--- src/hw/cps_video_pkg.sv ---
package cps_video_pkg;

    // Raster timing, one pixel per clock
    localparam int h_total   = 512;
    localparam int h_active  = 384;
    localparam int hs_start  = 432;
    localparam int hs_end    = 464;
    localparam int v_total   = 262;
    localparam int v_active  = 224;
    localparam int vs_start  = 240;
    localparam int vs_end    = 243;

    // Mixer, palette read and RGB register
    localparam int blank_dly = 3;

    typedef logic [8:0]  scan_t;
    typedef logic [7:0]  layer_pxl_t;
    typedef logic [1:0]  layer_id_t;
    typedef logic [9:0]  pal_addr_t;
    typedef logic [15:0] pal_word_t;
    typedef logic [7:0]  colour_t;
    typedef logic [3:0]  reg_addr_t;

    // Colour code that lets the layer below show through
    localparam logic [3:0] transparent = 4'hf;
    localparam pal_addr_t  backdrop_addr = 10'h3ff;

    // Register map and power-up values
    localparam reg_addr_t  reg_layer_ctrl = 4'd0;
    localparam reg_addr_t  reg_layer_en   = 4'd1;
    localparam logic [7:0] layer_ctrl_rst = 8'b11_10_01_00;
    localparam logic [3:0] layer_en_rst   = 4'b1111;

    typedef enum logic {
        reg_space,
        pal_space
    } cpu_target_e;

    typedef struct packed {
        logic        wr;
        cpu_target_e target;
        logic [9:0]  addr;
        pal_word_t   data;
    } cpu_wr_t;

    typedef struct packed {
        layer_pxl_t obj;
        layer_pxl_t scr1;
        layer_pxl_t scr2;
        layer_pxl_t scr3;
    } layer_set_t;

    typedef struct packed {
        logic hb;
        logic vb;
        logic hs;
        logic vs;
    } video_sync_t;

    typedef struct packed {
        colour_t red;
        colour_t green;
        colour_t blue;
    } rgb_t;

endpackage

--- src/hw/cps_colmix.sv ---
`timescale 1ns/1ns

module cps_colmix (
    input  logic                     clk,
    input  logic                     rst,
    input  cps_video_pkg::layer_set_t layers,
    input  logic [7:0]               layer_ctrl,
    input  logic [3:0]               layer_en,
    output cps_video_pkg::pal_addr_t pal_addr
);
    import cps_video_pkg::*;

    layer_pxl_t by_id [4];
    pal_addr_t  merged;

    // Pixels indexed by layer number
    assign by_id[0] = layers.obj;
    assign by_id[1] = layers.scr1;
    assign by_id[2] = layers.scr2;
    assign by_id[3] = layers.scr3;

    // Field 3 of layer_ctrl is the top of the stack, field 0 the bottom
    always_comb begin : pick_layer
        layer_id_t id;
        logic      found;

        merged = backdrop_addr;
        found  = 1'b0;
        for (int i = 3; i >= 0; i--) begin
            id = layer_ctrl[2*i +: 2];
            // First enabled, opaque layer from the top wins
            if (!found && layer_en[id] && (by_id[id][3:0] != transparent)) begin
                merged = {id, by_id[id]};
                found  = 1'b1;
            end
        end
    end

    always_ff @(posedge clk or posedge rst) begin
        if (rst) begin
            pal_addr <= backdrop_addr;
        end else begin
            pal_addr <= merged;
        end
    end

endmodule

--- config.mk ---
export PLATFORM = sky130hd
export DESIGN_NAME = cps_colmix
export DESIGN_NICKNAME = d
export VERILOG_FILES = /design/src/hw/cps_video_pkg.sv /design/src/hw/cps_colmix.sv
export SDC_FILE = /design/constraint.sdc
export NUM_CORES = 1
export LEC_CHECK = 0
export BUFFER_PORTS_ARGS = -buffer_cell sky130_fd_sc_hd__buf_2
export CAP_MARGIN = 0
export CORE_MARGIN = 2
export CORE_UTILIZATION = 55
export DETAILED_ROUTE_END_ITERATION = 10
export PLACE_DENSITY = 0.93
export SLEW_MARGIN = 20
export SYNTH_ARGS = -nofsm -noshare
export SYNTH_HDL_FRONTEND = slang
export SYNTH_SLANG_ARGS = --single-unit
--- constraint.sdc ---
create_clock -name clk -period 0.9 [get_ports clk]
set_input_delay 0.045 -clock clk [delete_from_list [all_inputs] [get_ports clk]]
set_output_delay 0.045 -clock clk [all_outputs]
set_load 0.02 [all_outputs]
[Word-level counts from Yosys, hierarchy flattened]
Cells that the tools add are included.
Cells by class
  eq/ne operators: 4
  bitwise logic cells: 4
  muxes and demuxes: 27
  order comparisons: 8
  reductions and logical operators: 10
Operators by type and width (count)
  8-bit binary-select mux with 2-bit select: 4
  8-bit two-way mux: 8
  10-bit two-way mux: 4
  4-bit != test (second input constant): 4
  3-bit >= comparator (second input constant): 4
  2-bit by 3-bit < comparator with 1-bit output (second input constant): 4
  2-bit NOT with 3-bit output: 4
  1-bit binary-select mux with 2-bit select: 4
  1-bit logical AND: 7
  1-bit two-way mux: 7
  1-bit logical NOT: 3
Word-level totals
  logic and storage cells: 54
  flip-flop bits (word level): 10

[Depth between registers and ports, before layout]
Gate-level depths: netlist (run 1).
  depth after elaboration: 19
  gate-level depth with buffers: 7
  gate-level depth less buffers: 5

[Worst setup path after synthesis (run 1)]
No wires, ideal clock.
  path type: input-to-reg
  start point: input layer_ctrl[6]
  end point: register pal_addr[0]
  data required time: 0.815 ns
  slack: -0.769 ns
  arrival: 1.584 ns
  cell stages on the path: 5
  setup time: 0.085 ns
  cells stage by stage: buf_4 mux4_2 a22oi_4 nand4_4 mux2_1
On the way
  longest elaborated chain between the ends: 19
  elaborated cells on any way between the ends: 24
  those cells by class: 1 x eq/ne; 12 x mux; 1 x bitwise; 10 x reduce/logical
Ends and longest elaborated chain
  from (decl): RTL line cps_colmix.sv:7  | input logic [7:0] layer_ctrl,
  2-bit NOT with 3-bit output (implied by the code): RTL line cps_colmix.sv:32, cps_colmix.sv:33
  8-bit binary-select mux with 2-bit select: RTL line cps_colmix.sv:32, cps_colmix.sv:33
  8-bit two-way mux (implied by the code) (2 in a row): RTL line cps_colmix.sv:33  | merged = {id, by_id[id]};
  4-bit != test: RTL line cps_colmix.sv:32  | if (!found && layer_en[id] && (by_id[id][3:0] != transparent)) begin
  1-bit logical AND: RTL line cps_colmix.sv:32
  1-bit two-way mux: RTL line cps_colmix.sv:32
  1-bit logical NOT: RTL line cps_colmix.sv:32
  1-bit logical AND (2 in a row): RTL line cps_colmix.sv:32
  1-bit two-way mux: RTL line cps_colmix.sv:32
  1-bit logical NOT: RTL line cps_colmix.sv:32
  1-bit logical AND (2 in a row): RTL line cps_colmix.sv:32
  1-bit two-way mux: RTL line cps_colmix.sv:32
  1-bit logical NOT: RTL line cps_colmix.sv:32
  1-bit logical AND (2 in a row): RTL line cps_colmix.sv:32
  10-bit two-way mux (*): RTL line cps_colmix.sv:32
  via merged[0]: RTL line cps_colmix.sv:14  | pal_addr_t merged;
  to (signal assigned): RTL line cps_colmix.sv:41  | pal_addr <= backdrop_addr;
  to (signal assigned): RTL line cps_colmix.sv:43  | pal_addr <= merged;
  to (decl): RTL line cps_colmix.sv:9  | output cps_video_pkg::pal_addr_t pal_addr
The timed path passes the listed nets; every way through them passes the cells marked *. The select of a mux whose other input is x is not followed.

[Worst setup path in the final report (run 1)]
  start point: input layer_en[3]
  end point: register pal_addr[5]
On the way
  longest elaborated chain between the ends: 16
  elaborated cells on any way between the ends: 25
  those cells by class: 15 x mux; 10 x reduce/logical
Ends and longest elaborated chain
  from (decl): RTL line cps_colmix.sv:8  | input logic [3:0] layer_en,
  1-bit binary-select mux with 2-bit select: RTL line cps_colmix.sv:32
  1-bit two-way mux (implied by the code): RTL line cps_colmix.sv:32
  1-bit logical AND: RTL line cps_colmix.sv:32
  1-bit two-way mux: RTL line cps_colmix.sv:32
  1-bit logical NOT: RTL line cps_colmix.sv:32
  1-bit logical AND (2 in a row): RTL line cps_colmix.sv:32
  1-bit two-way mux: RTL line cps_colmix.sv:32
  1-bit logical NOT: RTL line cps_colmix.sv:32
  1-bit logical AND (2 in a row): RTL line cps_colmix.sv:32
  1-bit two-way mux: RTL line cps_colmix.sv:32
  1-bit logical NOT: RTL line cps_colmix.sv:32
  1-bit logical AND (2 in a row): RTL line cps_colmix.sv:32
  10-bit two-way mux (*): RTL line cps_colmix.sv:32
  via merged[5]: RTL line cps_colmix.sv:14
Marks and branches as above.

==> qor.csv, run 1 <==
metric,value,unit
status,"finished, violations left",
failed_checks,setup timing,
syn_avg_cell_area,13.21,µm²
netlist_area,1664,µm²
cts.clk_slew.worst_paths,60,ps
hold_path.class,in -> async,
synth.net_count,172,
regArea,262.8,µm²
synth.distinct_cells,34,
crit_fanout,5,
power_density,1121,nW/µm²
die_y,59.01,µm
tightest_slew,339.2,ps
async_flop_share,1.000,
drive_gt1_frac,0.8158,
crit_top_cell,buf_4,
dp.cells,242,
drtAntennaViolNets,0,
grt_antenna_before_repair,0,
ys_warn_count,0,
gp_congestion,0.9943,
top_regs,pal_addr (10),
wl_per_cell,29.82,µm
die-area,3482,µm²
yosysTopAreaCell,mux4_2,
grt_pass1_vias,2007,
crit_start,layer_en[3],
start_util,0.5932,
setup_viol,20,
fin_crit,1490,ps
ctsLongestPathBuffers,2,
htree_levels,1,
grt_pass1_wl,10400,µm
core,2805,µm²
yosys.cell_count.top_type,mux4_2,
portBuffers,55,
grt_max_degree,11,
largest_register_ffs,10,
synthTopCellsByCount,"mux4_2, inv_1, dfstp_2",
grt-ovfl-total,0,
maxCapViolCount,0,
routed_wl,7723,µm
netlist_instances,126,
synth_edf_count,0,
layout.nets,276,
fin_cells,259,
synth_top_area_frac,0.4195,
synthFlopType,dfstp_2,
cts_root_buf,clkbuf_4,
synth-seq-cells,10,
slew-limit-headroom,0.7739,
clock_sink_count,10,
rsz0062_at_grt,true,
drc,0,
crit_chain,buf_2 -> mux4_2 -> a22oi_4 -> buf_4 -> buf_4 -> nand3_1 -> a2bb2oi_1,
synthTopCellsByArea,"mux4_2, dfstp_2, mux4_1",
via_per_inst,8.232,
num_vias,2132,
final_hold_viol_count,0,
drtPass1Iterations,5,
track_usage,0.4119,
worstPathArrival,1670,ps
cp-end-kind,flop,
cts_tree,done,
critPathKind,in -> reg,
vdd_drop_max,566.5,µV
fmax,671.1,MHz
ys_seq_area_frac,0.1579,
pin_count,56,
finalPower,2.930,mW
numCtsBuffers,3,
slew_violations,0,
period_share,1.656,
utilization,0.9318,
cpPeakStageDelay,610,ps
die_w,59.01,µm
area_growth,57.07,%
top_register,pal_addr,
drtIter0Drc,266,
rows,19,
setup_slack,-590.0,ps
nFillCells,72,
leakagePower,1.115,nW
diodes,0,
crit_required,1080,ps
multi_input_area,1444,µm²
holdWs,9.604,ps
dpl.hpwl,4468,µm
slowest_stage,mux4_2,
start_kind,primary input,
[cell usage in the layout, fill, tap and decap left out, types with 4 or more instances in the layout]
| cell | Yosys | routed |
|---|---|---|
| mux4_2 | 31 | 32 |
| dfstp_2 | 10 | 10 |
| buf_6 | 2 | 15 |
| buf_4 | 3 | 50 |
| inv_1 | 11 | 11 |
| nor2_1 | 5 | 5 |
| buf_2 | 2 | 41 |
| mux4_1 | 5 | 5 |
| nand3_1 | 6 | 4 |
| o221ai_2 | 0 | 4 |
[where the power goes]
| group | total, mW | switching (mW) | internal (mW) | leakage [nW] |
|---|---|---|---|---|
| combinational | 1.98 | 0.976 | 1.00 | 0.995 |
| clock | 0.285 | 0.132 | 0.153 | 0.0138 |
| sequential | 0.666 | 0.0483 | 0.618 | 0.105 |
[repair_timing]
| item | 4_1_cts | 5_1_grt |
|---|---|---|
| resized for setup | 45 | 18 |
| hold buffers | 0 | 0 |
| pin swaps | 15 | 12 |
| cloned | 2 | 0 |
| setup buffers | 10 | 2 |
| setup endpoints to repair | 20 | 20 |
[cells by family (layout without fill, tap and decap cells)]
group	count (synthesis)	in the layout	synth area share
AO/OA/AOI/OAI	26	26	0.1353
buffers and inverters	23	123	0.07143
flip-flops	10	10	0.1579
multiplexers	38	39	0.5120
AND/OR/NAND/NOR	29	30	0.1233
[cell type report]
type / count / share of cell area
clock buffer: 3 / 0.008617
inverter: 11 / 0.01580
multi-input combinational: 95 / 0.5524
sequential: 10 / 0.1005
tap: 31 / 0.01484
timing repair buffer: 109 / 0.3078
[worst max-delay path, delay by kind of cell]
family                 cells  cell delay [ps]
muxes                      1              610
AOI/OAI and AO/OA          2              460
buffers and inverters      3              440
and+or+nand+nor            1              120
[stage by stage]
| step | worst slack, ps | TNS (ps) | area [µm²] |
|---|---|---|---|
| detailed placement | -971.6 | -9112 | 2223 |
| CTS | -454.0 | -4616 | 2507 |
| global route | -552.4 | -5766 | 2614 |
| finish | -590.0 | -5689 | 2614 |
| floorplan | -723.8 | -6188 | 1694 |
| global placement | -841.0 | -8127 | 2223 |
[per-layer routing]
metal,share of wire,track usage,vias to the layer above
met2,0.46,0.6587,288
met5,0,0,-
li1,-,-,778
met1,0.30,0.5126,985
met4,0.085,0.2078,0
met3,0.15,0.1179,81
[worst paths after layout]
path | end | slack [ps]
max in group asynchronous | pal_addr[1] | 860
min in group clk | pal_addr[8] | 260
worst max-delay path | pal_addr[5] | -590
worst min-delay path | pal_addr[5] | 10
Note: power is estimated with default switching activity, not from simulation.
==> run 2, diff against run 1 <==
--- a/config.mk
+++ b/config.mk
@@ -7,10 +7,12 @@
 export LEC_CHECK = 0
 export BUFFER_PORTS_ARGS = -buffer_cell sky130_fd_sc_hd__buf_2
 export CAP_MARGIN = 0
+export CELL_PAD_IN_SITES_DETAIL_PLACEMENT = 1
+export CELL_PAD_IN_SITES_GLOBAL_PLACEMENT = 2
 export CORE_MARGIN = 2
-export CORE_UTILIZATION = 55
+export CORE_UTILIZATION = 36
 export DETAILED_ROUTE_END_ITERATION = 10
-export PLACE_DENSITY = 0.93
+export PLACE_DENSITY = 0.94
 export SLEW_MARGIN = 20
 export SYNTH_ARGS = -nofsm -noshare
 export SYNTH_HDL_FRONTEND = slang
==> qor.csv, run 2 (synthesized netlist as in run 1, its figures left out) <==
metric,value,unit
crit_required,1060,ps
fin_area,2654,µm²
fin_crit,1477,ps
failed_checks,setup timing,
start_util,0.3770,
diodes,0,
cts.clk_slew.worst_paths,50,ps
cpPeakStageDelay,560,ps
routed_wl,7477,µm
clock_sink_count,10,
layout.nets,275,
die_w,71.99,µm
grt_pass1_wl,10850,µm
pin_count,56,
placed_cell_area,2235,µm²
top_regs,pal_addr (10),
slew_violations,0,
grt_max_degree,11,
leakagePower,1.125,nW
track_usage,0.2847,
area_growth,59.47,%
layout_commonest_cell,buf_4,
gr-usage-met3,0.02917,
grt-ovfl-total,0,
dpl.hpwl,5375,µm
layout_common_cells,"buf_4, buf_2, mux4_2",
tightest_slew,364.9,ps
slew-limit-headroom,0.7565,
start_kind,primary input,
portBuffers,55,
die-area,5183,µm²
cts_tree,done,
crit_chain,buf_4 -> mux4_2 -> nand4_1 -> buf_4 -> nand4_4 -> mux2_4,
core,4414,µm²
crit_start,layer_ctrl[0],
crit_fanout,6,
grt_pass1_vias,1929,
via_per_inst,6.462,
crit_family,multiplexers,
drtAntennaViolNets,0,
status,"finished, violations left",
drc,0,
fmax,677.2,MHz
numCtsBuffers,3,
rows,24,
rsz0062_at_grt,true,
setup_viol,19,
nFillCells,465,
regArea,262.8,µm²
fin_setup_tns,-5419,ps
worst-path-buf-inv,2,
htree_levels,1,
critPathKind,in -> reg,
ctsLongestPathBuffers,2,
gp_congestion,1.004,
drtPass1Iterations,4,
crit_top_cell,buf_4,
worstPathArrival,1630,ps
top_register,pal_addr,
grt.busiest_layer,met2,
cp-end-kind,flop,
hold_buffers,0,
cp.depth,6,
drtIter0Drc,189,
die_y,71.99,µm
slowest_stage,mux4_2,
hold_path.class,in -> async,
post-place-ws,-988.9,ps
use_met2,0.4907,
grt_antenna_before_repair,0,
multi_input_area,1438,µm²
vdd_drop_max,429.3,µV
num_vias,1803,
globalRouteMet1Util,0.3714,
wl_per_cell,26.80,µm
final_hold_viol_count,0,
power_density,1176,nW/µm²
setup_slack,-576.6,ps
largest_register_ffs,10,
drive_gt1_frac,0.8194,
period_share,1.641,
cts_root_buf,clkbuf_8,
maxCapViolCount,0,
[run 2: cell types whose count changed in the layout (fill, tap and decap cells not counted), sizes merged]
| cell | previous run | this run |
|---|---|---|
| mux4 | 37 | 36 |
[run 2: path summary, 6_finish.rpt]
check	to	slack [ps]
max	pal_addr[3]	-580
min in group clk	pal_addr[8]	310
max in group asynchronous	pal_addr[3]	820
min	pal_addr[8]	50
[run 2: where the power goes]
| group | switching (mW) | total [mW] | internal, mW | leakage (nW) |
|---|---|---|---|---|
| clock | 0.165 | 0.457 | 0.292 | 0.0216 |
| sequential | 0.0466 | 0.665 | 0.619 | 0.105 |
| combinational | 0.961 | 2.00 | 1.04 | 0.998 |
| total | 1.17 | 3.12 | 1.95 | 1.12 |
[run 2: what timing repair did]
item                       4_1_cts  5_1_grt
pin swaps                       11       16
setup buffers                    7        8
setup endpoints to repair       20       20
gates cloned                     1        0
resized for setup               47       16
[run 2: routing by layer]
metal	wire length (µm)	part of all wire
met1	2931	0.39
met2	3784	0.51
met3	505	0.068
met4	255	0.034
met5	0	0
[run 2: layout make-up]
| cell class | count | area share |
|---|---|---|
| Multi-Input combinational cell | 94 | 0.5417 |
| Timing Repair Buffer | 109 | 0.3036 |
| Sequential cell | 10 | 0.09901 |
| Tap cell | 52 | 0.02452 |
| Clock buffer | 3 | 0.01556 |
| Inverter | 11 | 0.01556 |
[run 2: metrics by stage]
stage | hold slack [ps] | util | instances | power (mW)
2_1_floorplan | 130.6 | - | 126 | 1.572
3_3_place_gp | 291.6 | 0.5062 | 261 | 2.063
3_5_place_dp | 324.6 | 0.5062 | 261 | 2.162
4_1_cts | 77.41 | 0.5666 | 272 | 2.913
5_1_grt | 108.7 | 0.6012 | 279 | 3.253
6_report | 51.06 | 0.6012 | 279 | 3.120
