**src/hw/cps_video_pkg.sv**
```systemverilog
package cps_video_pkg;

    // Raster timing, one pixel per clock
    localparam int h_total   = 512;
    localparam int h_active  = 384;
    localparam int hs_start  = 432;
    localparam int hs_end    = 464;
    localparam int v_total   = 262;
    localparam int v_active  = 224;
    localparam int vs_start  = 240;
    localparam int vs_end    = 243;

    // Mixer, palette read and RGB register
    localparam int blank_dly = 3;

    typedef logic [8:0]  scan_t;
    typedef logic [7:0]  layer_pxl_t;
    typedef logic [1:0]  layer_id_t;
    typedef logic [9:0]  pal_addr_t;
    typedef logic [15:0] pal_word_t;
    typedef logic [7:0]  colour_t;
    typedef logic [3:0]  reg_addr_t;

    // Colour code that lets the layer below show through
    localparam logic [3:0] transparent = 4'hf;
    localparam pal_addr_t  backdrop_addr = 10'h3ff;

    // Register map and power-up values
    localparam reg_addr_t  reg_layer_ctrl = 4'd0;
    localparam reg_addr_t  reg_layer_en   = 4'd1;
    localparam logic [7:0] layer_ctrl_rst = 8'b11_10_01_00;
    localparam logic [3:0] layer_en_rst   = 4'b1111;

    typedef enum logic {
        reg_space,
        pal_space
    } cpu_target_e;

    typedef struct packed {
        logic        wr;
        cpu_target_e target;
        logic [9:0]  addr;
        pal_word_t   data;
    } cpu_wr_t;

    typedef struct packed {
        layer_pxl_t obj;
        layer_pxl_t scr1;
        layer_pxl_t scr2;
        layer_pxl_t scr3;
    } layer_set_t;

    typedef struct packed {
        logic hb;
        logic vb;
        logic hs;
        logic vs;
    } video_sync_t;

    typedef struct packed {
        colour_t red;
        colour_t green;
        colour_t blue;
    } rgb_t;

endpackage

```
**src/hw/cps_mmr.sv**
```systemverilog
`timescale 1ns/1ns

module cps_mmr (
    input  logic                     clk,
    input  logic                     rst,
    input  cps_video_pkg::cpu_wr_t   cpu,
    input  cps_video_pkg::reg_addr_t rd_addr,
    output cps_video_pkg::pal_word_t mmr_dout,
    output logic [7:0]               layer_ctrl,
    output logic [3:0]               layer_en
);
    import cps_video_pkg::*;

    logic      reg_we;
    reg_addr_t wr_idx;

    assign reg_we = cpu.wr && (cpu.target == reg_space);
    assign wr_idx = cpu.addr[3:0];

    // Write side, one strobe is one complete write
    always_ff @(posedge clk or posedge rst) begin
        if (rst) begin
            layer_ctrl <= layer_ctrl_rst;
            layer_en   <= layer_en_rst;
        end else if (reg_we) begin
            case (wr_idx)
                reg_layer_ctrl: begin
                    layer_ctrl <= cpu.data[7:0];
                end
                reg_layer_en: begin
                    layer_en <= cpu.data[3:0];
                end
                default: begin
                end
            endcase
        end
    end

    // Readback, unmapped indices read as zero
    always_comb begin
        case (rd_addr)
            reg_layer_ctrl: mmr_dout = {8'h00, layer_ctrl};
            reg_layer_en:   mmr_dout = {12'h000, layer_en};
            default:        mmr_dout = '0;
        endcase
    end

endmodule

```
**config.mk**
```make
export PLATFORM = sky130hd
export DESIGN_NAME = cps_mmr
export DESIGN_NICKNAME = d
export VERILOG_FILES = /design/src/hw/cps_video_pkg.sv /design/src/hw/cps_mmr.sv
export SDC_FILE = /design/constraint.sdc
export NUM_CORES = 1
export LEC_CHECK = 0
export BUFFER_PORTS_ARGS = -buffer_cell sky130_fd_sc_hd__buf_2
export CORE_MARGIN = 2
export CORE_UTILIZATION = 32
export DETAILED_ROUTE_END_ITERATION = 16
export HOLD_SLACK_MARGIN = 0.05
export PLACE_DENSITY_LB_ADDON = 0.15
export SYNTH_ARGS = -nofsm -noshare
export SYNTH_HDL_FRONTEND = slang
export SYNTH_SLANG_ARGS = --single-unit
export TNS_END_PERCENT = 100
```
**constraint.sdc**
```tcl
create_clock -name clk -period 1 [get_ports clk]
set_clock_uncertainty 0.2 [all_clocks]
set_input_delay 0.05 -clock clk [delete_from_list [all_inputs] [get_ports clk]]
set_output_delay 0.05 -clock clk [all_outputs]
set_load 0.005 [all_outputs]
```
# After elaboration in Yosys (flattened, before gate mapping)
# Index checks and enable logic that the tools add are counted.
[word_totals]
in_bits = 34
word_cells = 11
reg_bits = 12
romBits = 0
output_inout_bits = 28
n_memories = 0
latch_bits = 0
ramBits = 0
[op_classes]
n_addsub = 0
bitwise_logic = 1
shifts = 0
n_reduce_logical = 5
mul = 0
magnitude_cmp = 0
n_eq_ne = 2
n_div = 0
n_mux = 1
[op_table]
columns = ["cell", "count"]
rows = [
  ["8-bit one-hot mux with 2 select lines", 1],
  ["4-bit by 1-bit == test with 1-bit output, second input constant", 2],
  ["4-bit logical NOT", 2],
  ["2-bit AND reduction", 2],
  ["1-bit logical AND", 1],
  ["1-bit NOT", 1],
]

# Longest topological paths before layout
# Gate-level depths: netlist (run 1).
[logic_depth]
depth_word = 3
mapped_depth = 3
depth_no_buf = 3

# Least setup slack after synthesis (run 1)
# No wires, ideal clock.
[synth_timing]
kind = "input -> register"
startpoint = "input port cpu[17] in the netlist's numbering"
endpoint = "register layer_ctrl[0]"
setup_ns = 0.125
required_time_ns = 0.675
slack_ns = -0.056
arrival_time_ns = 0.731
stages = 3
path_buffers = 0
cell_sequence = "nor4_4 nand2_4 mux2_2"
[synth_between]
elab_chain_cells = 2
[synth_lines]
columns = ["item", "line_no", "rtl"]
rows = [
  ["start, declared", "cps_mmr.sv:6", "input cps_video_pkg::cpu_wr_t cpu,"],
  ["4-bit logical NOT", "cps_mmr.sv:26", "case (wr_idx)"],
  ["2-bit AND reduction (no line)", "-", ""],
  ["end signal, assigned", "cps_mmr.sv:23", "layer_ctrl <= layer_ctrl_rst;"],
  ["end signal, assigned", "cps_mmr.sv:28", "layer_ctrl <= cpu.data[7:0];"],
  ["end, declared", "cps_mmr.sv:9", "output logic [7:0] layer_ctrl,"],
]
# Every way passes these cells.
# A chain may end at the register's enable or synchronous reset.

# Worst setup path after layout (run 1)
[layout_timing]
startpoint = "register layer_en[2]"
endpoint = "output port mmr_dout[2]"
[layout_between]
elab_chain_cells = 1
[layout_lines]
columns = ["item", "line_no", "rtl"]
rows = [
  ["start, declared", "cps_mmr.sv:10", "output logic [3:0] layer_en"],
  ["start signal, assigned", "cps_mmr.sv:24", "layer_en <= layer_en_rst;"],
  ["start signal, assigned", "cps_mmr.sv:31", "layer_en <= cpu.data[3:0];"],
  ["8-bit one-hot mux with 2 select lines", "cps_mmr.sv:41", "case (rd_addr)"],
  ["end, declared", "cps_mmr.sv:8", "output cps_video_pkg::pal_word_t mmr_dout,"],
]
# Every way passes these cells.

==> metrics.txt, run 1 <==
Pleak 0.0006058 µW; clk sink count 12; post-synth top area share 31.58%; Setup WS post-layout -334.3 ps; Crit Path Class flop to output port; most frequent cell after synthesis mux2_2; grt total ovfl 0; Post-synth EDFFs 0; CTS max path bufs 2; Avg Cell Area, Syn 12.33 µm²; Top Ports 62; H-Tree Depth 1; drt drc 0; ant diodes 0; placer's final routability congestion estimate 0.6237; status finished, violations left; CP max stage cell dfstp_2; placed insts 120; cts bufs inserted 3; CTS tree built; adder-cell share of the synthesized area 0%; RSZ-0062 raised after global routing yes; first-pass GRT wire length 2518 µm; HPWL Detailed 1048 µm; Max Cap Viol 0; Max Clk Rate 749.5 MHz; share of layout cells above drive strength 1 68.18%; final period utilization 133.4%; Worst EP arrival 1080 ps; Worst-Skew Late Latency 270 ps; Worst VDD drop 0.0007729 V; WL final 1634 µm; die height 49.61 µm; antenna-violating nets left 0; Worst Path Max Fanout 2; Synth Area in Simple Gates 16.35%; Hold Violations, Final 1; DRT Pass-1 Iters 4; top post-synthesis cells by area dfstp_2 32%, mux2_2 20%, dfrtp_1 15%; Final nets 145; XOR/XNOR Fraction of Synth Area 0%; vias per cell 4.212; CTS Root Cell clkbuf_4; Synth Area in Compound Gates 0%; Mapped Area 665.6 µm²; Layout Cells excl Fill 137; antenna violations before repair 0; Post-CTS Hold Fix Bufs 9; CP Data Required Time 750 ps; initial DRC count 5; Commonest cells post-synth 12 x mux2_2, 8 x buf_4, 8 x dfstp_2, 5 x nor2_1; vias in the first global route 580; I/O Buffers 39; asr flop ratio synth 100.0%; Worst setup EP type output port; WL/cell 11.93 µm; crit-path max cell delay 540 ps; largest net degree at the start of global routing 13; CP Launch Type flop; multiplexer area fraction after synthesis 26.32%; pwr/cell area 1458 nW/µm²; Synth cell types 16; Initial Util 33.93%; post-synthesis register bit count 12; Top FF cell, synth dfstp_2; Cell Chain, Critical Path mux2i_1 > nor2_1 > buf_2; Area Growth Syn to Fin 69.55%; sequential share of the synthesized area 46.62%; largest family of logic cells by synthesized area multiplexers; GRT Overall Usage 13.32%; total vias in the final route 577; core area 1962 µm²; Setup TNS -4406 ps; Slew Viols, Final 0; Min-Delay Path Class input pin to flop; Syn Inst Count 54; die area 2461 µm²; failing checks negative hold slack, negative setup slack; Final Setup Violations 25; Min Hold Slack -0.1032 ps; clock-pin slew on the worst setup and hold paths 80 ps; Synth Warn # 0; post-route minimum period 1334 ps; row cnt 16; die outline width 49.61 µm; Synth area leader dfstp_2
-- registers in the layout, indices dropped and copies added (netlist names) --
name,cells
layer_en,4
layer_ctrl,8
-- per-layer routing --
layer / GRT usage [%] / up-vias / wire length, µm
li1: - / 278 / -
met1: 16.25 / 267 / 695
met2: 23.56 / 32 / 806
met3: 3.333 / 0 / 133
met4: 2.778 / 0 / 0
met5: 0 / - / 0
-- metrics by stage --
step / power, µW / instance area [µm²] / setup slack, ps / hold slack, ps / util, %
2_1_floorplan: 872.2 / 699.4 / -55.55 / -291.0 / -
3_3_place_gp: 1025 / 879.6 / -227.4 / -121.0 / 44.83
3_5_place_dp: 1031 / 879.6 / -254.9 / -115.6 / 44.83
4_1_cts: 1575 / 1082 / -331.5 / 69.19 / 55.17
5_1_grt: 1738 / 1129 / -407.2 / 18.11 / 57.53
6_report: 1646 / 1129 / -334.3 / -0.1032 / 57.53
-- worst max-delay path, delay by kind of cell, from the launching register on --
family | cells | cell delay, ps
buffers and inverters | 1 | 120
flip-flops | 1 | 540
multiplexers | 1 | 60
AND/OR/NAND/NOR | 1 | 90
-- cell families after synthesis --
family,count (synthesis)
buffers and inverters,10
multiplexers,16
other,1
flip-flops,12
AND/OR/NAND/NOR,15
-- path summary, 6_finish.rpt --
path	start	to	slack, ps	cells after the start
setup / recovery	layer_en[2]	mmr_dout[2]	-330	3
hold / removal	cpu[1]	layer_en[1]	-0.1	3
hold reg to reg	layer_ctrl[3]	layer_ctrl[3]	340	1
setup reg to reg	layer_ctrl[2]	layer_ctrl[2]	-100	3
min in group asynchronous	rst	layer_ctrl[1]	140	3
max in group asynchronous	rst	layer_ctrl[7]	110	3
-- timing repair --
action                     CTS  global route
resized for setup            9            11
gates cloned                 0             0
buffers inserted             4             1
setup endpoints to repair   21            26
hold endpoints to repair    24             2
-- report_power, final --
part | total [µW] | switching (µW) | internal (µW) | leakage, µW
combinational | 554 | 173 | 382 | 0.000450
clock | 398 | 177 | 221 | 0.0000210
sequential | 693 | 66.3 | 627 | 0.000135
total | 1650 | 415 | 1230 | 0.000606
-- final cells by class --
class                   instances  area, µm²
repair buffers                 54      401.6
inverters                       1      3.754
clock buffers                   4      36.28
multi-input cells              39      342.8
well taps                      27      33.78
flip-flops and latches         12      310.3
fillers                       191      833.3
-- layout by cell type, fill, tap and decap left out, drive strengths merged --
cell type and n:
buf 45, mux2 12, conb 8, dlygate4sd3 8, dfstp 8, nor2 5
and2 4, mux2i 4, dfrtp 4, clkbuf 4, nand2 2, and2b 1
nor4 1, nor4b 1, or3 1, inv 1, dlymetal6s4s 1
Note: power is estimated with default switching activity, not from simulation.
==> inputs of run 2 (changes only) <==
Settings changed: BUFFER_PORTS_ARGS -buffer_cell sky130_fd_sc_hd__buf_2 to -buffer_cell sky130_fd_sc_hd__buf_4.
==> metrics.txt, run 2 (synthesis gave the netlist of run 1 again) <==
Min-Delay Path Class input pin to flop; Area Growth Syn to Fin 103.6%; Highest Signal Layer met3; CP Data Required Time 750 ps; total vias in the final route 617; WL/cell 12.90 µm; met3 routed WL 145 µm; RSZ-0062 raised after global routing yes; hold_sp cpu[4]; row cnt 16; Combinational Power Share 42.1%; cts bufs inserted 3; Worst setup EP type output port; Setup WS post-layout -345.6 ps; CTS Root Cell clkbuf_4; core area 1962 µm²; Slew Viols, Final 0; worst r2r path cells 5; ant diodes 0; Min Hold Slack -11.06 ps; antenna violations before repair 0; commonest non-fill, non-tap cells in the layout 30 x buf_6, 24 x buf_4, 8 x conb_1, 8 x dlygate4sd3_1, 8 x dfstp_2; first-pass GRT wire length 2815 µm; largest net degree at the start of global routing 13; Int Power 1427 µW; CTS tree built; drt drc 0; die outline width 49.61 µm; Worst VDD drop 0.0009234 V; GRT Overall Usage 14.94%; Net Sw Frac 24.52%; I/O Buffers 39; CP Launch Type flop; failing checks negative hold slack, negative setup slack; top flop regs layer_ctrl: 8 flops, layer_en: 4 flops; antenna-violating nets left 0; max FFs per register 8; Hold Violations, Final 1; Worst Path Max Fanout 2; clock power share 20.5%; end of the worst hold path layer_ctrl[4]; clk sink count 12; Final nets 154; Max Cap Viol 0; vias per cell 4.226; sequential share of power 37.4%; reg2reg end layer_en[2]; Initial Util 33.93%; most common cell after layout, fill and taps aside buf_6; Top Ports 62; Final Setup Violations 27; DRT Pass-1 Iters 2; Max Clk Rate 743.2 MHz; vias in the first global route 649; clock-pin slew on the worst setup and hold paths 80 ps; Worst EP arrival 1100 ps; reg2reg start layer_en[2]; WL final 1883 µm; met2 wire length 1024 µm; Setup TNS -5590 ps; final total power 1891 µW; Net Sw Power 463.6 µW; WL met1 712 µm; Crit Path Class flop to output port; pwr/cell area 1395 nW/µm²; initial DRC count 1; share of layout cells above drive strength 1 72.27%; die height 49.61 µm; FF-to-FF setup slack -340 ps; hold depth 3; H-Tree Depth 1; Most flops, register layer_ctrl; Worst-Skew Late Latency 270 ps; grt total ovfl 0; post-route minimum period 1346 ps; Pleak 0.0006984 µW; die area 2461 µm²; placer's final routability congestion estimate 0.6297; CTS max path bufs 2; status finished, violations left; final period utilization 134.6%
## run 2: cell types whose count changed in the layout (fill, tap and decap cells not counted), sizes merged
cell and change:
buf +9
## run 2: how the worst max path moves through the flow
stage | from | depth (start not counted) | to
CTS | layer_en[0] | 3 | mmr_dout[0]
finish | layer_en[0] | 3 | mmr_dout[0]
global placement | cpu[17] | 4 | layer_ctrl[4]
detailed placement | cpu[17] | 4 | layer_ctrl[3]
global route | layer_en[1] | 3 | mmr_dout[1]
floorplan | cpu[17] | 3 | layer_ctrl[0]
## run 2: cell type report
cell class / instances / area, µm²
fillers: 160 / 606.8
clock buffers: 4 / 36.28
well taps: 27 / 33.78
flip-flops and latches: 12 / 310.3
multi-input cells: 39 / 360.3
inverters: 1 / 3.754
repair buffers: 63 / 610.6
## run 2: metal layers
layer / vias to the layer above / track usage (%)
li1: 294 / -
met1: 291 / 15.52
met2: 32 / 28.44
met3: 0 / 4.545
met4: 0 / 4.167
met5: - / 0
## run 2: worst max-delay path, stage by stage, from the launching register on
cell	delay, ps
dfstp_2	550
mux2i_1	70
nor2_1	90
buf_4	120
## run 2: what timing repair did
item / 4_1_cts / 5_1_grt
pin swaps: 1 / 5
hold buffers: 9 / 1
setup buffers: 5 / 8
setup endpoints to repair: 22 / 29
endpoints found under the hold margin: 24 / 9
gates resized for setup: 27 / 15
gates cloned: 0 / 0
## run 2: power by group through the flow
stage | Sequential (µW) | Clock, µW | Combinational [µW]
2_1_floorplan | 702 | 0 | 171
3_3_place_gp | 697 | 0 | 421
3_5_place_dp | 700 | 0 | 426
4_1_cts | 703 | 407 | 640
5_1_grt | 720 | 424 | 849
6_report | 708 | 388 | 795
## run 2: through the flow
step                hold slack [ps]  std cells  instance area (µm²)  utilization [%]  setup slack [ps]
finish                       -11.06        146                 1355            69.07            -345.6
global route                  11.87        146                 1355            69.07            -396.4
CTS                           35.13        139                 1249            63.65            -345.2
detailed placement           -98.61        121                984.7            50.19            -243.8
global placement             -109.4        121                984.7            50.19            -225.9
floorplan                    -291.0         61                699.4                -            -55.55
==> inputs of run 3 (changes only) <==
Settings changed: CORE_MARGIN 2 to unset, REMOVE_ABC_BUFFERS set to 1, SKIP_CTS_REPAIR_TIMING set to 1.
==> metrics.txt, run 3 (synthesis gave the netlist of run 1 again) <==
antenna violations before repair 0; Crit Path Class flop to output port; top flop regs layer_ctrl: 8 flops, layer_en: 4 flops; Setup WS post-layout -333.9 ps; Slew Viols, Final 0; Top Ports 62; largest net degree at the start of global routing 13; core area 1962 µm²; share of layout cells above drive strength 1 71.17%; Layout Cells excl Fill 138; CTS Root Cell clkbuf_4; final total power 1639 µW; Most flops, register layer_ctrl; H-Tree Depth 1; cts bufs inserted 3; Final nets 146; crit-path max cell delay 550 ps; area occupied by multi-input gates 344.1 µm²; Place WS -287.5 ps; pwr/cell area 1316 nW/µm²; CP max stage cell dfstp_2; total vias in the final route 595; antenna-violating nets left 0; Worst setup EP type output port; design area 1245 µm²; Hold Violations, Final 1; Area after DPL 969.7 µm²; post-route minimum period 1334 ps; CP Data Required Time 750 ps; Initial Util 33.93%; I/O Buffers 39; Area Growth Syn to Fin 87.03%; ant diodes 0; FILL cells 178; CTS max path bufs 2; status finished, violations left; Cell Chain, Critical Path mux2i_1 > nor2_1 > buf_4; die area 2267 µm²; Worst EP arrival 1080 ps; commonest non-fill, non-tap cells in the layout 23 x buf_6, 23 x buf_4, 10 x mux2_2; placer's final routability congestion estimate 0.6164; clock-pin slew on the worst setup and hold paths 70 ps; CP Launch Type flop; RSZ-0062 raised after global routing yes; clk sink count 12; WL/cell 11.69 µm; CTS tree built; die outline width 47.61 µm; vias per cell 4.312; vias in the first global route 437; row cnt 16; first-pass GRT wire length 1849 µm; Worst VDD drop 0.0008287 V; GRT Overall Usage 11.83%; initial DRC count 0; Pleak 0.0006176 µW; grt total ovfl 0; Worst-Skew Late Latency 270 ps; Max Clk Rate 749.7 MHz; Worst Path Max Fanout 3; Min-Delay Path Class input pin to flop; Min Hold Slack -185.8 ps; Max Cap Viol 0; DRT Pass-1 Iters 1; drt drc 0; Final Setup Violations 26; CP bufs+invs 1; max FFs per register 8; die height 47.61 µm; WL final 1613 µm; delay-heaviest family, CP flip-flops; placed insts 120; Reg area 310.3 µm²; final period utilization 133.4%; failing checks negative hold slack, negative setup slack
==> run 3: layout make-up <==
type,instances,area share (%)
Sequential cell,12,24.92
Inverter,1,0.3015
Tap cell,27,2.714
Multi-Input combinational cell,39,27.64
Timing Repair Buffer,55,42.31
Clock buffer,4,2.111
==> run 3: routing by layer <==
metal | global-route usage (%) | up-vias | wire [µm]
met5 | 0 | - | 0
met4 | 5.000 | 0 | 0
met3 | 2.264 | 0 | 93
met2 | 21.37 | 24 | 908
met1 | 13.62 | 293 | 611
li1 | - | 278 | -
==> run 3: report_power, final <==
group | internal, µW | leakage (µW) | total [µW] | switching, µW
logic | 447 | 0.000468 | 626 | 179
clock network | 154 | 0.0000150 | 306 | 152
registers | 628 | 0.000135 | 707 | 78.9
total | 1230 | 0.000618 | 1640 | 409
==> run 3: per-stage QoR <==
stage / hold WS, ps / util (%) / TNS, ps
after floorplan: -291.0 / - / -359.8
after detailed placement: -120.6 / 49.43 / -4551
final: -185.8 / 63.46 / -4618
after global placement: -116.9 / 49.43 / -4401
after CTS: -415.7 / 50.77 / -4189
after global routing: -181.9 / 63.46 / -5423
==> run 3: worst paths after layout <==
kind	from	cells past startpoint	slack (ps)	end
max	layer_ctrl[2]	3	-330	mmr_dout[2]
min	cpu[4]	2	-190	layer_ctrl[4]
max reg2reg	layer_ctrl[1]	2	-70	layer_ctrl[1]
min reg2reg	layer_ctrl[3]	1	360	layer_ctrl[3]
max in group asynchronous	rst	3	120	layer_ctrl[2]
min in group asynchronous	rst	3	150	layer_ctrl[0]
==> run 3: worst reg2reg max path, cell delays in order, from the launching register on <==
cell and delay (ps):
dfrtp_1 400, buf_6 120, mux2_2 250
