$ cat src/hw/cps_video_pkg.sv
package cps_video_pkg;

    // Raster timing, one pixel per clock
    localparam int h_total   = 512;
    localparam int h_active  = 384;
    localparam int hs_start  = 432;
    localparam int hs_end    = 464;
    localparam int v_total   = 262;
    localparam int v_active  = 224;
    localparam int vs_start  = 240;
    localparam int vs_end    = 243;

    // Mixer, palette read and RGB register
    localparam int blank_dly = 3;

    typedef logic [8:0]  scan_t;
    typedef logic [7:0]  layer_pxl_t;
    typedef logic [1:0]  layer_id_t;
    typedef logic [9:0]  pal_addr_t;
    typedef logic [15:0] pal_word_t;
    typedef logic [7:0]  colour_t;
    typedef logic [3:0]  reg_addr_t;

    // Colour code that lets the layer below show through
    localparam logic [3:0] transparent = 4'hf;
    localparam pal_addr_t  backdrop_addr = 10'h3ff;

    // Register map and power-up values
    localparam reg_addr_t  reg_layer_ctrl = 4'd0;
    localparam reg_addr_t  reg_layer_en   = 4'd1;
    localparam logic [7:0] layer_ctrl_rst = 8'b11_10_01_00;
    localparam logic [3:0] layer_en_rst   = 4'b1111;

    typedef enum logic {
        reg_space,
        pal_space
    } cpu_target_e;

    typedef struct packed {
        logic        wr;
        cpu_target_e target;
        logic [9:0]  addr;
        pal_word_t   data;
    } cpu_wr_t;

    typedef struct packed {
        layer_pxl_t obj;
        layer_pxl_t scr1;
        layer_pxl_t scr2;
        layer_pxl_t scr3;
    } layer_set_t;

    typedef struct packed {
        logic hb;
        logic vb;
        logic hs;
        logic vs;
    } video_sync_t;

    typedef struct packed {
        colour_t red;
        colour_t green;
        colour_t blue;
    } rgb_t;

endpackage

$ cat src/hw/cps_video_timing.sv
`timescale 1ns/1ns

module cps_video_timing (
    input  logic                       clk,
    input  logic                       rst,
    output cps_video_pkg::scan_t       hdump,
    output cps_video_pkg::scan_t       vdump,
    output cps_video_pkg::video_sync_t sync
);
    import cps_video_pkg::*;

    scan_t h_nxt;
    scan_t v_nxt;
    logic  line_end;
    logic  frame_end;

    assign line_end  = hdump == scan_t'(h_total - 1);
    assign frame_end = vdump == scan_t'(v_total - 1);

    // Next raster position
    always_comb begin
        if (line_end) begin
            h_nxt = '0;
        end else begin
            h_nxt = hdump + 1'b1;
        end

        v_nxt = vdump;
        if (line_end) begin
            if (frame_end) begin
                v_nxt = '0;
            end else begin
                v_nxt = vdump + 1'b1;
            end
        end
    end

    // Windows decoded from the next position so they line up with the counters
    always_ff @(posedge clk or posedge rst) begin
        if (rst) begin
            hdump <= '0;
            vdump <= '0;
            sync  <= '0;
        end else begin
            hdump   <= h_nxt;
            vdump   <= v_nxt;
            sync.hb <= h_nxt >= h_active;
            sync.vb <= v_nxt >= v_active;
            // Sync end bounds are exclusive
            sync.hs <= (h_nxt >= hs_start) && (h_nxt < hs_end);
            sync.vs <= (v_nxt >= vs_start) && (v_nxt < vs_end);
        end
    end

endmodule

$ cat config.mk
export PLATFORM = sky130hd
export DESIGN_NAME = cps_video_timing
export DESIGN_NICKNAME = d
export VERILOG_FILES = /design/src/hw/cps_video_pkg.sv /design/src/hw/cps_video_timing.sv
export SDC_FILE = /design/constraint.sdc
export NUM_CORES = 1
export LEC_CHECK = 0
export BUFFER_PORTS_ARGS = -buffer_cell sky130_fd_sc_hd__buf_4
export CORE_UTILIZATION = 28
export DETAILED_ROUTE_END_ITERATION = 7
export PLACE_DENSITY = 0.51
export SYNTH_ARGS = -nofsm -noshare
export SYNTH_HDL_FRONTEND = slang
export SYNTH_SLANG_ARGS = --single-unit
$ cat constraint.sdc
create_clock -name clk -period 5.95 [get_ports clk]
set_input_delay 0.595 -clock clk [delete_from_list [all_inputs] [get_ports clk]]
set_output_delay 0.595 -clock clk [all_outputs]
set_load 0.03 [all_outputs]
== After elaboration in Yosys (flattened, before gate mapping) ==
Index checks and enable logic that the tools add are counted.
Widths: inputs -> output; s select.

* Bits in registers: 22
* Bits of input ports: 2
* Output and inout bits: 22
* Word-level logic and storage cells: 21

* Add/sub/neg operators: 2
* $lt $le $gt $ge: 6
* Equality and inequality tests: 2
* Multiplexer cells: 3
* Reductions and logical operators: 2

{| class="wikitable"
|+ Operators by type and width
! operator !! number
|-
| $mux 9 || 3
|-
| $add 9x1->9 const B || 2
|-
| $eq 9x9->1 const B || 2
|-
| $ge 9x8->1 const B || 2
|-
| $ge 9x9->1 const B || 2
|-
| $lt 9x8->1 const B || 1
|-
| $lt 9x9->1 const B || 1
|-
| $logic_and 1x1->1 || 2
|}

== Depth between registers and ports, before layout ==
Gate-level depths: netlist of the first run.

* Word-level depth: 5
* Mapped depth: 9
* Mapped depth without buffers: 8

== Worst setup path before layout of the first run ==
No wires, ideal clock.

* Path kind: flip-flop to flip-flop
* Start: register hdump[0]
* End: register sync[2] in the netlist's numbering
* Data arrival time: 2.067 ns
* Required time: 5.830 ns
* Slack: 3.762 ns
* Stages on the path, launching flop included: 10
* Clock period less this slack: 2.188 ns
* Cells stage by stage: dfrtp_1 ha_1 nand3_1 nor2_1 ha_1 buf_2 nand3_1 nor3_1 xor2_1 a41o_1

* Longest elaborated chain between the ends: 3

{| class="wikitable"
|+ Ends and longest elaborated chain
! what !! line !! text
|-
| start, declared || cps_video_timing.sv:6 || <nowiki>output cps_video_pkg::scan_t hdump,</nowiki>
|-
| start signal, assigned || cps_video_timing.sv:45 || <nowiki>hdump <= h_nxt;</nowiki>
|-
| $eq 9x9->1 || cps_video_timing.sv:17 || <nowiki>assign line_end = hdump == scan_t'(h_total - 1);</nowiki>
|-
| $mux 9 || cps_video_timing.sv:29 || <nowiki>if (line_end) begin</nowiki>
|-
| named net v_nxt[7] || cps_video_timing.sv:13 || <nowiki>scan_t v_nxt;</nowiki>
|-
| $ge 9x8->1 || cps_video_timing.sv:48 || <nowiki>sync.vb <= v_nxt >= v_active;</nowiki>
|-
| end, declared || cps_video_timing.sv:8 || <nowiki>output cps_video_pkg::video_sync_t sync</nowiki>
|}

The timed path passes the listed nets, and every way through them passes these cells.

== Worst setup path in the final report of the first run ==
* Start: register hdump[0]
* End: register sync[0] in the netlist's numbering

* Longest elaborated chain between the ends: 4
* Elaborated cells between the ends (all ways): 5
* Classes of those cells: 2 x order compare; 1 x eq/ne; 1 x mux; 1 x reduce/logical

{| class="wikitable"
|+ Ends and longest elaborated chain
! what !! line !! text
|-
| $eq 9x9->1 * || cps_video_timing.sv:17 ||
|-
| $mux 9 * || cps_video_timing.sv:29 ||
|-
| $ge 9x8->1 / $lt 9x8->1 (equally long branches) || cps_video_timing.sv:51 || <nowiki>sync.vs <= (v_nxt >= vs_start) && (v_nxt < vs_end);</nowiki>
|-
| $logic_and 1x1->1 * || cps_video_timing.sv:51 ||
|}

Every way passes the cells marked *; elsewhere a longest branch is shown, timed or not.

==> results.md, run 1 <==
* Outcome: completed
* Fin. max-slew vios at 0
* FP Rows at 23
* All-layer global routing usage at 0.134
* Mapped Nets at approximately 130
* Reg2reg start: hdump[0]
* Die area at 0.00460 sq mm
* Period utilization at 0.469
* Via Count at between 900 and 1000
* Root Driver: clkbuf_8
* Clock sinks at 22
* Critical Path Source Type: flop
* Layout Cells excl Fill at 190
* Most common cell after layout, fill and taps aside: buf_4
* CTS H-tree depth at 1
* Worst Path Arrival at roughly 2.9 ns
* Detail Placement HPWL at between 1.5 and 2 mm
* Synth Instances at 122
* Critical path endpoint category: flop
* Hold WC Path Type: in2async
* Routed WL at 2.58 mm
* Num ports at 24
* Syn Area/Cell at approximately 9.9 sq um
* Least-Margin Pin Slew at ~0.86 ns
* Share of cells above drive strength 1 at 0.236
* Slew HR at 0.429
* Max-cap violations at 0
* Worst R2R End: sync[0]
* Max FO, Critical Path at 22
* R2r worst-path depth at 8
* Die width at approximately 68 um
* Initial DRC Count at between 100 and 150
* Final hold vios at 0
* Hold_buf cts at 0
* Clk_lat worst skew at around 0.26 ns
* Type of the worst setup path: reg2reg
* Ys Warns at 0
* CORE AREA at about 0.004 sq mm
* Overflow after GRT at 0
* Flop2flop setup slack at approximately 3.2 ns
* Remaining DRCs at 0
* Final setup vio count at 0
* Vias in the first global route at about 990
* Synth Flop Type: dfrtp_1
* Worst-path clk slew at 0.07 ns
* Largest net degree at the start of global routing at 23
* Total CTS buffers at 3
* Placed cell count at 187
* Fin nets at 148
* Max VDD drop at between 0.1 and 0.15 mV
* Post-CTS Setup Repair Bufs at 0
* Total power at about 0.24 mW
* Post-synth EDFFs at 0
* Distinct cells, synth at 45
* Leakage at between 0.6 and 0.7 nW
* Critical Path RT at around 6.1 ns
* Wire length per cell at about 14 um
* Unrepaired setup endpoints after global routing: false
* Synth async-reset ratio at 1.00
* First-pass GRT wire length at between 4 and 5 mm
* Setup tns final at 0 ns
* Antenna Nets Post-Route at 0
* Sequential-to-total area share from yosys stat at 0.454
* Max clock buf depth at 2
* Area grow syn2layout at 19.3%
* Clock period minus worst slack at 2.79 ns
* Most frequent cells in the layout: 23 x buf_4, 22 x dfrtp_1, 8 x nor2_1, 7 x nand2_1, 7 x nand3_1
* GPL Wtd Cong at ~0.78
* CTS tree: done
* Die height at between 60 and 70 um
* Setup Skew at roughly 0.0023 ns
* Initial antenna violation count at 0
* Cell area after synthesis at about 0.0012 sq mm
* Port Buffers at 23
* F_max at approximately 360 MHz
* Power per Cell Area at approximately 170 mW/mm^2
* Post-synthesis register bit count at 22
* Diode count at 0
* Post-CTS sizing at 0
* Vias per std cell at 5.24
* Starting Density at 0.297
* Pre-Repair DR Iteration Count at 4
-- worst max-delay path: stages (launching register included) --
cell	delay (ns)
dfrtp_1	0.41
ha_1	0.25
nand3_1	0.09
nor2_1	0.10
ha_1	0.63
nand4_1	0.42
nor4_1	0.36
a211oi_1	0.09
nor4b_1	0.31
-- area by class of cell --
cell class / count / area, sq um
Multi-Input combinational cell: 88 / 606
Clock buffer: 3 / 41.3
Tap cell: 50 / 62.6
Timing Repair Buffer: 23 / 173
Sequential cell: 22 / 551
Inverter: 4 / 15.0
Fill cell: 426 / 2640
-- worst max-delay path by stage --
stage                     startpoint       to  slack [ns]
after CTS                   hdump[0]  sync[2]        3.18
final                       hdump[0]  sync[0]        3.16
after global routing        hdump[0]  sync[2]        2.89
after floorplan             hdump[0]  sync[2]        3.76
after detailed placement    hdump[0]  sync[2]        3.19
after global placement      hdump[0]  sync[2]        3.32
-- metrics by stage --
step | setup slack (ns) | utilization | cell area [sq um] | hold slack [ns]
final | 3.16 | 0.354 | 1450 | 0.506
after global routing | 2.89 | 0.354 | 1450 | 0.523
after CTS | 3.18 | 0.354 | 1450 | 0.509
after detailed placement | 3.19 | 0.344 | 1410 | 0.493
after global placement | 3.32 | 0.344 | 1410 | 0.480
after floorplan | 3.76 | - | 1210 | 0.584
-- flip-flops by register name (all words and copies together), names as in the netlist --
register	flops
hdump	9
vdump	9
sync	4
-- kinds of logic after synthesis --
| family | after synthesis | synth area share |
|---|---|---|
| buf+inv | 12 | 0.0474 |
| mux | 1 | 0.00825 |
| simple gates | 48 | 0.240 |
| fa+ha+maj | 4 | 0.0412 |
| flops | 22 | 0.454 |
| xor+xnor | 7 | 0.0505 |
| compound gates | 28 | 0.159 |
-- Yosys cell counts (2+ instances only) --
library cell / number / area, sq um
o22ai_1: 2 / 12.5
ha_1: 4 / 50.1
inv_1: 4 / 15.0
nor2_1: 8 / 30.0
nor2b_1: 2 / 12.5
nand3_1: 7 / 35.0
nand2_1: 7 / 26.3
a21oi_1: 5 / 25.0
nand4_1: 4 / 25.0
nor4_1: 2 / 12.5
xnor2_1: 3 / 26.3
buf_2: 4 / 20.0
xor2_1: 4 / 35.0
dfrtp_1: 22 / 551
o211ai_1: 2 / 15.0
clkbuf_1: 2 / 7.51
o21ai_0: 6 / 30.0
nor4b_1: 2 / 17.5
o21a_1: 3 / 22.5
nand2b_1: 3 / 18.8
nor3_1: 2 / 10.0
-- power breakdown --
part | total, mW | switching [mW] | leakage (nW) | internal (mW)
clock network | 0.0904 | 0.0452 | 0.0216 | 0.0451
registers | 0.149 | 0 | 0.293 | 0.149
logic | 0.00338 | 0.00294 | 0.319 | 0.000443
total | 0.243 | 0.0482 | 0.633 | 0.195
-- routing by layer --
metal  wire length (um)  part of all wire  global-route usage
met5                  0                 0                   0
met4                 14            0.0054              0.0417
met3                168             0.065              0.0433
met2               1240              0.48               0.223
met1               1160              0.45               0.164
No activity file was read; power rests on OpenSTA's default activity.
==> inputs of run 2 (changes only) <==
--- a/config.mk
+++ b/config.mk
@@ -5,10 +5,11 @@
 export SDC_FILE = /design/constraint.sdc
 export NUM_CORES = 1
 export LEC_CHECK = 0
+export ABC_AREA = 1
 export BUFFER_PORTS_ARGS = -buffer_cell sky130_fd_sc_hd__buf_4
 export CORE_UTILIZATION = 28
 export DETAILED_ROUTE_END_ITERATION = 7
-export PLACE_DENSITY = 0.51
+export PLACE_DENSITY = 0.53
 export SYNTH_ARGS = -nofsm -noshare
 export SYNTH_HDL_FRONTEND = slang
 export SYNTH_SLANG_ARGS = --single-unit
==> constraint.sdc (replaced) <==
create_clock -name clk -period 2.5 [get_ports clk]
set_input_delay 0.25 -clock clk [delete_from_list [all_inputs] [get_ports clk]]
set_output_delay 0.25 -clock clk [all_outputs]
set_load 0.03 [all_outputs]
==> run 2 against run 1 <==
Via count shrank 0.70%. Register-to-register slack got worse by 2.8 ns. Fmax increased by 30%. Sequential share of layout area increased by 0.53 points. Area after synthesis is 5.4% lower. Die area decreased by 5.2%. Critical path type unchanged. Critical endpoint unchanged.
==> results.md, run 2 <==
* Most common cell after layout, fill and taps aside: nand2_1
* Starting Density at 0.302 (+0.00537)
* Initial DRC Count at 39 (-71%)
* Period utilization at 0.862 (+0.393)
* Die area at 0.00436 sq mm (-5.2%)
* CTS H-tree depth at 1 (unchanged)
* Leakage at 0.790 nW (+25%)
* Vias per std cell at 4.42 (-16%)
* Net Sw Frac at 0.203 (+0.00486)
* Unrepaired setup endpoints after global routing: false
* Max clock buf depth at 2 (unchanged)
* Vias in the first global route at 976 (-1.1%)
* Num ports at 24 (unchanged)
* Uppermost layer routed: met4
* Detail Placement HPWL at 1.83 mm (-0.58%)
* Power per Cell Area at 437 mW/mm^2 (+160%)
* CORE AREA at 0.00380 sq mm (-7.0%)
* Max FO, Critical Path at 6 (-73%)
* Setup Skew at 0.000782 ns (-0.00148 ns)
* Final hold vios at 0 (unchanged)
* Root Driver: clkbuf_8
* Area grow syn2layout at 24.3%
* Hold_buf cts at 0 (unchanged)
* Share of power burned in registers at 0.570 (-0.044)
* Top flop regs: hdump x9, vdump x9, sync x4
* Met3 WL post-DR at 82 um (-51%)
* Outcome: completed
* Clock Power Share at 0.417 (+0.045)
* All-layer global routing usage at 0.131 (-0.00274)
* Remaining DRCs at 0 (unchanged)
* R2r worst-path depth at 14 (+6)
* Max VDD drop at 0.143 mV (+41%)
* Routed WL at 2.43 mm (-6.0%)
* Diode count at 0 (unchanged)
* Worst hold slack at 0.154 ns (-0.351 ns)
* Synth top area cells: dfrtp_1 48%, nand2_1 13%, inv_1 9.8%
* Synth Flop Type: dfrtp_1
* Critical Path RT at 2.70 ns (-3.39 ns)
* Fin nets at 183 (+24%)
* Wire length on met1 at 1.24 mm (+7.3%)
* Hold WC Path Type: in2async
* Worst setup path end: sync[0]
* Most frequent cells in the layout: 40 x nand2_1, 30 x inv_1, 23 x buf_4, 22 x dfrtp_1, 16 x nor2_1
* Syn Area/Cell at 7.66 sq um (-23%)
* Total power at 0.624 mW (+160%)
* First-pass GRT wire length at 4.31 mm (-4.9%)
* Post-synthesis register bit count at 22 (unchanged)
* Overflow after GRT at 0 (unchanged)
* Dpl ws at 0.299 ns (-2.89 ns)
* Max-cap violations at 0 (unchanged)
* Int Power at 0.497 mW (+150%)
* Worst R2R End: sync[0]
* Fillers at 425 (-0.23%)
* Type of the worst setup path: reg2reg
* Placed cell count at 220 (+18%)
* Die width at 66.1 um (-2.6%)
* Critical path endpoint category: flop
* Clock period minus worst slack at 2.16 ns (-0.637 ns)
* Die height at 66.1 um (-2.6%)
* Synth top area share at 0.479 (+0.0257)
* Flop2flop setup slack at 0.34 ns (-2.81 ns)
* Fin. max-slew vios at 0 (unchanged)
* GPL Wtd Cong at 0.814 (+4.1%)
* Cell area after layout at 0.00143 sq mm (-1.4%)
* Pre-Repair DR Iteration Count at 4 (unchanged)
* Layout Cells excl Fill at 224 (+18%)
* Total CTS buffers at 3 (unchanged)
* Setup tns final at 0 ns (unchanged)
* Post-CTS sizing at 0 (unchanged)
* Final setup vio count at 0 (unchanged)
* Worst Path Arrival at 2.36 ns (-0.57 ns)
* NetSw at 0.127 mW (+160%)
* Initial antenna violation count at 0 (unchanged)
* Sequential-to-total area share from yosys stat at 0.479 (+0.0257)
* Placed inst area at 0.00137 sq mm (-2.6%)
* Post-synth EDFFs at 0 (unchanged)
* Worst-path clk slew at 0.08 ns (about the same)
* Synth Instances at 150 (+23%)
* Clk_lat worst skew at 0.26 ns (about the same)
* Worst setup margin at 0.344 ns (-2.81 ns)
* CTS tree: done
* Via Count at 989 (-0.70%)
* Clock sinks at 22 (unchanged)
* Largest net degree at the start of global routing at 23 (unchanged)
* Crit path from: hdump[0]
* F_max at 464 MHz (+30%)
* FP Rows at 22 (-4.3%)
* Ys Warns at 0 (unchanged)
* Least-Margin Pin Slew at 0.842 ns (-0.0129 ns)
* Port Buffers at 23 (unchanged)
* Util after Layout at 0.376 (+0.0216)
* Synth async-reset ratio at 1.00 (unchanged)
* Comb pwr share at 0.013 (about the same)
* Mapped Nets at 156 (+22%)
* Post-synth top cells: 40 x nand2_1, 30 x inv_1, 22 x dfrtp_1
* Wire length per cell at 10.8 um (-20%)
* Reg2reg start: hdump[0]
* Share of cells above drive strength 1 at 0.205 (-0.0312)
* Top-count cell post-synth: nand2_1
* Antenna Nets Post-Route at 0 (unchanged)
* Post-CTS Setup Repair Bufs at 0 (unchanged)
* Slew HR at 0.438 (+0.00861)
* Area leader, netlist: dfrtp_1
* Distinct cells, synth at 18 (-60%)
* Met2 wire length at 1.06 mm (-15%)
* Critical Path Source Type: flop
* Cell area after synthesis at 0.00115 sq mm (-5.4%)
## run 2: cell types whose count changed in the layout (fill, tap and decap cells not counted), sizes merged, moves of 3 or more
cell	change
nand2b	-3
xor2	-3
nor2	+13
o21a	-3
xnor2	-3
o21ai	-3
nor4	-3
inv	+27
nand2	+35
nand3	+7
## run 2: power groups by stage
| stage | clock, mW | sequential [mW] | combinational (mW) |
|---|---|---|---|
| after detailed placement | 0 | 0.363 | 0.00892 |
| final | 0.260 | 0.355 | 0.00797 |
| after global routing | 0.291 | 0.356 | 0.00993 |
| after CTS | 0.268 | 0.355 | 0.00893 |
| after floorplan | 0 | 0.363 | 0.00531 |
| after global placement | 0 | 0.363 | 0.00852 |
## run 2: cell type report
class,count,area [sq um],area share
sequential,22,551,0.386
multi-input combinational,96,473,0.331
timing repair buffer,23,173,0.121
inverter,31,116,0.0815
tap,48,60.1,0.0421
clock buffer,4,55.1,0.0386
## run 2: how the worst min path moves through the flow
stage	end	depth (start not counted)
floorplan	hdump[0]	1
global placement	hdump[0]	1
detailed placement	hdump[2]	2
CTS	hdump[2]	2
global route	hdump[2]	2
finish	hdump[1]	2
## run 2: kinds of logic after synthesis
logic type               Yosys count  synth area share
AO/OA/AOI/OAI                      7            0.0327
XOR/XNOR                           1           0.00763
adder cells (fa/ha/maj)            4            0.0436
buffers and inverters             32             0.111
flip-flops                        22             0.479
AND/OR/NAND/NOR                   84             0.326
## run 2: per-layer routing
metal	vias up	GRT usage
li1	508	-
met1	457	0.178
met2	19	0.196
met3	5	0.0293
met4	0	0.0612
met5	-	0
## run 2: worst max-delay path: stages, from the launching register on
cell     delay, ns
dfrtp_1       0.41
ha_1          0.22
nand2_1       0.06
nor2_1        0.16
nand3_1       0.12
nor2_1        0.11
ha_2          0.24
nand2_2       0.09
nor2_4        0.16
nand3_1       0.09
nand2_1       0.07
nand2_1       0.08
nor2_2        0.09
nand3_1       0.09
nor2_1        0.11
